File: config.mk
export PLATFORM = sky130hd
export DESIGN_NAME = byte_port
export DESIGN_NICKNAME = d
export VERILOG_FILES = /design/src/logic/forth_mem_pkg.sv /design/src/logic/byte_port.sv
export VERILOG_INCLUDE_DIRS = /design/src /design/src/logic
export SDC_FILE = /design/constraint.sdc
export NUM_CORES = 1
export LEC_CHECK = 0
export BUFFER_PORTS_ARGS = -buffer_cell sky130_fd_sc_hd__buf_2
export CORE_ASPECT_RATIO = 1.75
export CORE_MARGIN = 2
export CORE_UTILIZATION = 26
export DETAILED_ROUTE_END_ITERATION = 12
export GPL_ROUTABILITY_DRIVEN = 1
export PLACE_DENSITY = 0.82
export SLEW_MARGIN = 20
export SYNTH_ARGS = -nofsm -noshare
export SYNTH_HDL_FRONTEND = slang
export SYNTH_SLANG_ARGS = --single-unit
File: constraint.sdc
create_clock -name clk -period 1.8 [get_ports clk]
set_clock_uncertainty 0.1 [all_clocks]
set_input_delay 0.36 -clock clk [delete_from_list [all_inputs] [get_ports clk]]
set_output_delay 0.36 -clock clk [all_outputs]
set_load 0.01 [all_outputs]
File: src/logic/mem_params.svh
// Address and data widths of the memory subsystem.
// Included by the package and by every RTL file that sizes a port or an array.
`ifndef MEM_PARAMS_SVH
`define MEM_PARAMS_SVH

// word port: 32K words of 32 bits
`define MEM_WORD_AW 15
`define MEM_WORD_W  32

// byte port: the same storage seen as 128K bytes
`define MEM_BYTE_AW 17

// one single-port bank holds 16K halfwords
`define MEM_BANK_AW 14

`endif

File: src/logic/forth_mem_pkg.sv
// Request types shared by the memory controller, the datapath blocks and
// the testbench. Widths come from the params header.
`include "mem_params.svh"

package forth_mem_pkg;

    // word access as issued by the CPU, or built by the byte port
    typedef struct packed {
        logic                    en;    // access strobe
        logic                    we;    // write
        logic [3:0]              bmsk;  // bit i enables byte i
        logic [`MEM_WORD_AW-1:0] ai;    // word address
        logic [`MEM_WORD_W-1:0]  vi;    // write data
    } word_req_t;

    // byte address, either flat or split into word and lane
    typedef union packed {
        logic [`MEM_BYTE_AW-1:0] raw;
        struct packed {
            logic [`MEM_WORD_AW-1:0] word;
            logic [1:0]              lane;  // little-endian byte index
        } fld;
    } byte_addr_u;

    // byte access from the debugger
    typedef struct packed {
        logic       en;
        logic       we;
        byte_addr_u ai;
        logic [7:0] vi;
    } byte_req_t;

endpackage

File: src/logic/byte_port.sv
// Byte access to the word memory for the debugger.
// A byte write becomes a word write with a one-hot byte mask; a byte read
// fetches the whole word and picks the lane registered with the request.
`timescale 1ns/100ps
`include "mem_params.svh"

module byte_port (
    input  logic                          clk,
    input  logic                          rst_n,
    input  forth_mem_pkg::byte_req_t      req,
    input  logic [`MEM_WORD_W-1:0]        mem_rd,
    input  logic                          rd_take,  // byte read accepted
    output forth_mem_pkg::word_req_t      word_req,
    output logic [7:0]                    rd
);

    logic [1:0] lane;
    logic [1:0] lane_q;  // lane of the last accepted read

    assign lane = req.ai.fld.lane;

    // write byte on every lane and a one-hot mask for the target
    assign word_req.en   = req.en;
    assign word_req.we   = req.we;
    assign word_req.bmsk = 4'b0001 << lane;
    assign word_req.ai   = req.ai.fld.word;
    assign word_req.vi   = {4{req.vi}};

    // lane is only taken when the read is really served
    always_ff @(posedge clk) begin
        if (!rst_n) begin
            lane_q <= 2'd0;
        end else if (rd_take) begin
            lane_q <= lane;
        end
    end

    // lane 0 is bits 7:0 (little-endian)
    assign rd = mem_rd[{lane_q, 3'b000} +: 8];

    // a taken read must be a byte read issued by this port
    a_take_is_read: assert property (
        @(posedge clk) disable iff (!rst_n)
        rd_take |-> (req.en && !req.we)
    );

endmodule

==> results.ini <==
[timing]
post-route-period-util = 0.995
holdWs_ps = 271
maxSlewHeadroom = 0.728
setup_violators_final = 0
fmaxAchievable_mhz = 558
fin_setup_tns_ps = 0
unrepaired_setup_endpoints_after_global_routing = yes
final_period_minus_worst_setup_slack_ps = 1790
tightest_slew_ps = 407
hold_violations = 0
final-max-slew-violation-count = 0

[logic_synthesis]
synth_simple_gate_area_frac = 0.0531
post_synth_mux_area_share = 0.304
synth.ff_latch_count = 2
synth_seq_area_share = 0.0607
mappedNetlistNets = 131
synth_warnings = 0
ys_types = 9
synth_compound_gate_area_share = 0
synthesis.instances = 69
synth_top_family_by_area = buffers and inverters
syn_area_um2 = 659
post_synth_fa_ha_maj_area_fraction = 0
syn-mean-instance-area_um2 = 9.56
synthXorXnorAreaFrac = 0

[setup_path]
worst-endpoint-required_ps = 1340
setup.worst_path.class = reg -> out
timing.critical_path.arrival_ps = 1330
worst-path-max-fanout = 8
worst_setup_path_end_kind = output pin
r2r-start = lane_q[1]$_SDFFE_PN0P_
cp-startpoint = lane_q[0]$_SDFFE_PN0P_
startpoint_type = flop

[pwr]
max-vdd-ir-drop_mv = 0.387
post-layout-total-power_uw = 357
power-per-cell-area_nw_per_um2 = 578
power.static_leakage_nw = 0.309

[cts]
worst_setup_hold_path_clk_slew_ps = 30
cts_repair_resize_count = 1
clock_insertion_delay_at_the_later_pin_of_the_skew_report_ps = 210
maximum_number_of_buffers_from_clock_root_to_sink = 2
cts_inserted_buffers = 3
hold_buffers = 0
cts_sinks = 2
cts.repair_timing.setup_buffer_count = 0
root_buffer = clkbuf_8
cts_max_level = 1
cts_tree = yes

[floorplan]
start_util = 0.268
die-area_um2 = 2970
design.core.area_um2 = 2460
dieHeight_um = 70.6
die_w_um = 42.1
boundaryPins = 123
rows = 24

[place]
numPlacedInstances = 93
place.gp.congestion = 0.625
portBuffers = 48

[finish]
top_library_cells_by_usage_in_the_layout_fill_and_taps_aside = buf_2, mux4_2, nor2b_1
post_route_cells_drive_above_1_share = 0.871
mostFrequentLayoutCell = buf_2
count_of_nets_after_finishing = 134
nFillCells = 268
finish.cell_count_without_fillers = 96
n_antenna_cell = 0
regMostFlops = lane_q
reg_top3 = lane_q (2)
syn2layout_area_growth_pct = -6.45
post-route-util = 0.251
largest_register_ffs = 2

[detailed_routing]
finalWirelength_um = 1920
number_of_iterations_in_the_first_detailed_routing_pass = 2
remaining_drc_errors = 0
post_drt_via_cell_ratio = 4.53
via_count = 435
ant_nets = 0
dr.first_iter.drc_count = 5
routed_wire_length_per_instance_um = 20.0

[global_route]
grt_pass1_wl_um = 2550
grt_max_degree = 10
grt_antenna_before_repair = 0
first_global_vias = 421
grt.overflow.total = 0
global_router_s_overall_resource_usage = 0.123

[min_path]
hold_path.class = in -> reg
worst_hold_launch = rst_n

[run]
timing.max_cap.violations = 0

[outcome]
status = completed

==> path summary, 6_finish.rpt <==
path                                 end  slack, ps  depth (start not counted)
hold / removal    lane_q[0]$_SDFFE_PN0P_        270                          2
hold reg to reg   lane_q[0]$_SDFFE_PN0P_        440                          2
setup / recovery                   rd[4]          9                          3
setup reg to reg  lane_q[1]$_SDFFE_PN0P_        850                          2
==> layer usage <==
| layer | track usage | share of wire | wire (um) | vias up |
|---|---|---|---|---|
| met5 | 0 | 0 | 0 | - |
| met4 | 0.0556 | 0.019 | 36 | 0 |
| met3 | 0.168 | 0.33 | 625 | 4 |
| met2 | 0.196 | 0.47 | 895 | 67 |
| met1 | 0.0710 | 0.19 | 359 | 179 |
| li1 | - | - | - | 185 |
==> report_power, final <==
group / internal (mW) / switching [mW]
registers: 0.0477 / 0.00558
logic: 0.0840 / 0.0456
clock network: 0.141 / 0.0324
==> worst max-delay path: stages, from the launching register on <==
cell,delay (ps)
dfxtp_2,340
buf_12,140
mux4_2,510
buf_6,140
==> stage by stage <==
step	cell area (um2)	setup WS, ps
finish	617	9.44
global route	617	-34.1
CTS	611	-4.13
detailed placement	568	184
global placement	568	212
floorplan	659	352
==> cells in the mapped netlist <==
cell type / n / area [um2]
buf_4: 49 / 368
mux4_2: 8 / 180
dfxtp_1: 2 / 40.0
buf_6: 1 / 11.3
buf_2: 1 / 5.00
nor2b_1: 4 / 25.0
and2_1: 1 / 6.26
nor2_1: 1 / 3.75
mux2i_1: 2 / 20.0
==> cell type report <==
type	count	area [um2]	area share
sequential	2	41.3	0.0669
clock buffer	3	41.3	0.0669
multi-input combinational	16	235	0.381
tap	26	32.5	0.0527
timing repair buffer	49	267	0.432
==> logic make-up (layout without fill, tap and decap cells) <==
| group | count (synthesis) | after routing |
|---|---|---|
| buffers and inverters | 51 | 52 |
| multiplexers | 10 | 10 |
| AND/OR/NAND/NOR | 6 | 6 |
| flip-flops | 2 | 2 |
Note: power is estimated with default switching activity, not from simulation.
