[config.mk]
export PLATFORM = sky130hd
export DESIGN_NAME = mem_ctrl
export DESIGN_NICKNAME = d
export VERILOG_FILES = /design/src/logic/forth_mem_pkg.sv /design/src/logic/mem_ctrl.sv
export VERILOG_INCLUDE_DIRS = /design/src /design/src/logic
export SDC_FILE = /design/constraint.sdc
export NUM_CORES = 1
export LEC_CHECK = 0
export BUFFER_PORTS_ARGS = -buffer_cell sky130_fd_sc_hd__buf_2
export CORE_MARGIN = 8
export CORE_UTILIZATION = 44
export DETAILED_ROUTE_END_ITERATION = 10
export PLACE_DENSITY = 0.84
export SETUP_SLACK_MARGIN = 0.1
export SLEW_MARGIN = 20
export SYNTH_ARGS = -nofsm -noshare
export SYNTH_HDL_FRONTEND = slang
export SYNTH_SLANG_ARGS = --single-unit
[constraint.sdc]
create_clock -name clk -period 10.94 [get_ports clk]
set_clock_uncertainty 0.1 [all_clocks]
set_input_delay 0.547 -clock clk [delete_from_list [all_inputs] [get_ports clk]]
set_output_delay 0.547 -clock clk [all_outputs]
set_load 0.02 [all_outputs]
[src/logic/mem_params.svh]
// Address and data widths of the memory subsystem.
// Included by the package and by every RTL file that sizes a port or an array.
`ifndef MEM_PARAMS_SVH
`define MEM_PARAMS_SVH

// word port: 32K words of 32 bits
`define MEM_WORD_AW 15
`define MEM_WORD_W  32

// byte port: the same storage seen as 128K bytes
`define MEM_BYTE_AW 17

// one single-port bank holds 16K halfwords
`define MEM_BANK_AW 14

`endif

[src/logic/forth_mem_pkg.sv]
// Request types shared by the memory controller, the datapath blocks and
// the testbench. Widths come from the params header.
`include "mem_params.svh"

package forth_mem_pkg;

    // word access as issued by the CPU, or built by the byte port
    typedef struct packed {
        logic                    en;    // access strobe
        logic                    we;    // write
        logic [3:0]              bmsk;  // bit i enables byte i
        logic [`MEM_WORD_AW-1:0] ai;    // word address
        logic [`MEM_WORD_W-1:0]  vi;    // write data
    } word_req_t;

    // byte address, either flat or split into word and lane
    typedef union packed {
        logic [`MEM_BYTE_AW-1:0] raw;
        struct packed {
            logic [`MEM_WORD_AW-1:0] word;
            logic [1:0]              lane;  // little-endian byte index
        } fld;
    } byte_addr_u;

    // byte access from the debugger
    typedef struct packed {
        logic       en;
        logic       we;
        byte_addr_u ai;
        logic [7:0] vi;
    } byte_req_t;

endpackage

[src/logic/mem_ctrl.sv]
// Port selection for the shared word memory.
// dbg_mode picks the owner; the other port's requests are dropped.
// Each port sees its own last read word, with no added latency.
`timescale 1ns/100ps
`include "mem_params.svh"

module mem_ctrl (
    input  logic                          clk,
    input  logic                          rst_n,
    input  logic                          dbg_mode,
    input  forth_mem_pkg::word_req_t      cpu_req,
    input  forth_mem_pkg::word_req_t      dbg_req,
    input  logic [`MEM_WORD_W-1:0]        mem_rd,
    output forth_mem_pkg::word_req_t      mem_req,
    output logic                          dbg_take,
    output logic [`MEM_WORD_W-1:0]        word_rd,
    output logic [`MEM_WORD_W-1:0]        dbg_rd
);

    import forth_mem_pkg::*;

    word_req_t              sel_req;
    logic                   rd_acc;     // read accepted this cycle
    logic                   rd_owner;   // 1 when the debugger read last
    logic [`MEM_WORD_W-1:0] word_hold;
    logic [`MEM_WORD_W-1:0] dbg_hold;

    assign sel_req = dbg_mode ? dbg_req : cpu_req;

    // nothing reaches the banks while in reset
    always_comb begin
        mem_req    = sel_req;
        mem_req.en = sel_req.en && rst_n;
    end

    assign rd_acc   = mem_req.en && !mem_req.we;
    assign dbg_take = rd_acc && dbg_mode;

    always_ff @(posedge clk) begin
        if (!rst_n) begin
            rd_owner <= 1'b0;
        end else if (rd_acc) begin
            rd_owner <= dbg_mode;
        end
    end

    // freeze both views before the memory output moves on
    always_ff @(posedge clk) begin
        if (rd_acc) begin
            word_hold <= word_rd;
            dbg_hold  <= dbg_rd;
        end
    end

    // the owner of the last read sees the live memory output
    assign word_rd = rd_owner ? word_hold : mem_rd;
    assign dbg_rd  = rd_owner ? mem_rd : dbg_hold;

    // a read of one port leaves the other port's output alone
    a_word_rd_held: assert property (
        @(posedge clk) disable iff (!rst_n)
        (rd_acc && dbg_mode) |=> $stable(word_rd)
    );

    a_dbg_rd_held: assert property (
        @(posedge clk) disable iff (!rst_n)
        (rd_acc && !dbg_mode) |=> $stable(dbg_rd)
    );

endmodule

==> results.sh <==
export IMPL_grt_pass1_vias=3023
export IMPL_startpoint_type="flip-flop"
export IMPL_yosys_top_cells_area="edfxtp_1 50%, mux2_4 39%, mux2_2 5.3%"
export IMPL_area_growth_pct=39.6
export IMPL_worstPathRequired_ps=10290
export IMPL_r2r_slack_ps=9040
export IMPL_postSynthCellCount=201
export IMPL_dieArea_um2=11900
export IMPL_core_area_um2=8550
export IMPL_power_leakage_uw=0.00257
export IMPL_finalCritPeriodShare_pct=24.6
export IMPL_dr_pass1_iters=4
export IMPL_vias=2788
export IMPL_layout_min_cycle_time_ps=2690
export IMPL_yosysWarnings=0
export IMPL_clock_latency_ps=330
export IMPL_ir_drop_mv=0.0592
export IMPL_share_seq_of_total_power_pct=44.2
export IMPL_yosysTopAreaCell="edfxtp_1"
export IMPL_antenna_found_initial=1
export IMPL_critical_path_class="flip-flop to primary output"
export IMPL_die_h_um=109
export IMPL_post_cts_buffers=0
export IMPL_synth_area_um2=3810
export IMPL_yosys_area_share_adder_pct=0
export IMPL_whs_path_depth=2
export IMPL_rows=34
export IMPL_cts_max_level=3
export IMPL_cts_sinks=65
export IMPL_syn_avg_cell_area_um2=19.0
export IMPL_cp_max_fo=65
export IMPL_io_pins=259
export IMPL_synth_simple_gate_area_share_pct=0.853
export IMPL_max_freq_ghz=0.372
export IMPL_overflow=0
export IMPL_synth_compound_area_share_pct=0.426
export IMPL_worstPathArrival_ps=2040
export IMPL_finalSetupTns_ps=0
export IMPL_cts_tree="yes"
export IMPL_setup_viol_count_final=0
export IMPL_slew_viol_final=0
export IMPL_yosysUniqueCellTypes=13
export IMPL_p_int_uw=474
export IMPL_antennaDiodeCount=0
export IMPL_synth_nets=342
export IMPL_rr_worst_depth=1
export IMPL_p_comb_share_pct=26.0
export IMPL_dpl_hpwl_mm=9.86
export IMPL_clk_pin_slew_ps=70
export IMPL_drive_gt1_share_pct=84.9
export IMPL_initial_core_util_pct=44.6
export IMPL_p_sw_uw=187
export IMPL_clockRootBuffer="clkbuf_8"
export IMPL_gp_congestion=0.888
export IMPL_cts_resized=0
export IMPL_cts_buffers_inserted=9
export IMPL_dr_first_iter_drc_count=107
export IMPL_hold_path_class="input port to flip-flop"
export IMPL_power_density_nw_per_um2=124
export IMPL_clockBufferDepth=2
export IMPL_wl_mm=11.7
export IMPL_port_buffers=258
export IMPL_synth_top_family_by_area="multiplexers"
export IMPL_grt_usage_pct=18.8
export IMPL_cts_hold_buf=0
export IMPL_finalHoldViolations=0
export IMPL_nNetsFinal=600
export IMPL_ys_seq_elements=65
export IMPL_max_cap_viol_count=0
export IMPL_synth_mux_area_share_pct=44.1
export IMPL_ant_nets=0
export IMPL_dp_slack_ps=8000
export IMPL_grt_pass1_wl_mm=16.8
export IMPL_yosysSeqAreaShare_pct=50.9
export IMPL_synth_top_area_share_pct=50.4
export IMPL_endpoint_kind="primary output"
export IMPL_tightest_slew_ps=1080
export IMPL_p_clk_share_pct=29.7
export IMPL_crit_start="rd_owner"
export IMPL_chipWidth_um=109
export IMPL_stdcell_count=572
export IMPL_wl_per_cell_um=20.5
export IMPL_status="completed"
export IMPL_via_per_inst=4.87
export IMPL_swShare_pct=28.3
export IMPL_relSlewSlack_pct=28.1
export IMPL_synthXorXnorAreaFrac_pct=0
export IMPL_reg2reg_from="rd_owner"
export IMPL_setup_slack_ps=8250
export IMPL_rsz0062_at_grt="no"
export IMPL_dp_cells=556
export IMPL_drc=0
export IMPL_grt_max_degree=66
export IMPL_holdCritStartpoint="rst_n"
-- cell usage after synthesis --
master / count
buf_6: 12
a21boi_1: 1
nand3b_1: 1
nor2b_1: 1
buf_2: 1
a31o_1: 1
dfxtp_1: 1
and4b_1: 1
mux2i_1: 1
mux2_2: 18
edfxtp_1: 64
mux2_4: 98
or3b_1: 1
-- critical path: stages (launching register included) --
cell	delay, ps
dfxtp_4	1040
mux2_2	440
buf_2	170
-- area by class of cell --
type                       instances  area [um^2]
fill                             681         3230
sequential                        65         1950
multi-input combinational        123         1740
timing repair buffer             260         1310
tap                              108          135
clock buffer                       9          124
clock inverter                     7         70.1
-- routing by layer --
| metal | wire length [um] | GRT usage (%) | up-vias |
|---|---|---|---|
| met5 | 8 | 0 | - |
| met4 | 267 | 7.53 | 2 |
| met3 | 1180 | 7.15 | 21 |
| met2 | 6270 | 34.1 | 155 |
| met1 | 3980 | 18.9 | 1310 |
| li1 | - | - | 1300 |
-- flip-flops by register name (all words and copies together) (netlist names) --
register,cells
dbg_hold,32
rd_owner,1
word_hold,32
-- power groups by stage --
stage          Clock, uW  Sequential, uW  Combinational, uW
2_1_floorplan          0             292                115
3_3_place_gp           0             297                170
3_5_place_dp           0             298                174
4_1_cts              201             293                175
5_1_grt              211             294                182
6_report             196             293                172
-- cell families after synthesis --
logic type | after synthesis
mux | 117
flops | 65
buf+inv | 13
simple gates | 4
compound gates | 2
-- metrics by stage --
step	hold slack (ps)	total power, uW	instance area, um^2	util, %
floorplan	496	407	3810	-
global placement	444	468	5130	60.0
detailed placement	448	472	5130	60.0
CTS	367	668	5330	62.3
global route	388	687	5330	62.3
finish	385	661	5330	62.3
-- layout by cell type (no fill, tap or decap) --
master and count:
a21boi_4 1, clkinv_2 3, mux2i_1 1, or3b_1 1
and4b_1 1, clkinv_4 1, inv_6 1, nand3b_1 1
a31o_1 1, clkbuf_8 9, buf_2 258, mux2_4 98
mux2_2 18, edfxtp_1 64, clkinvlp_4 1, bufinv_16 1
dfxtp_4 1, nor2b_1 1, buf_4 2
-- worst paths after layout --
path,to
worst max-delay path,word_rd[7]
worst min register to register,dbg_hold[12]
worst max register to register,word_hold[7]
worst min-delay path,rd_owner
(Power assumes the default switching activity.)
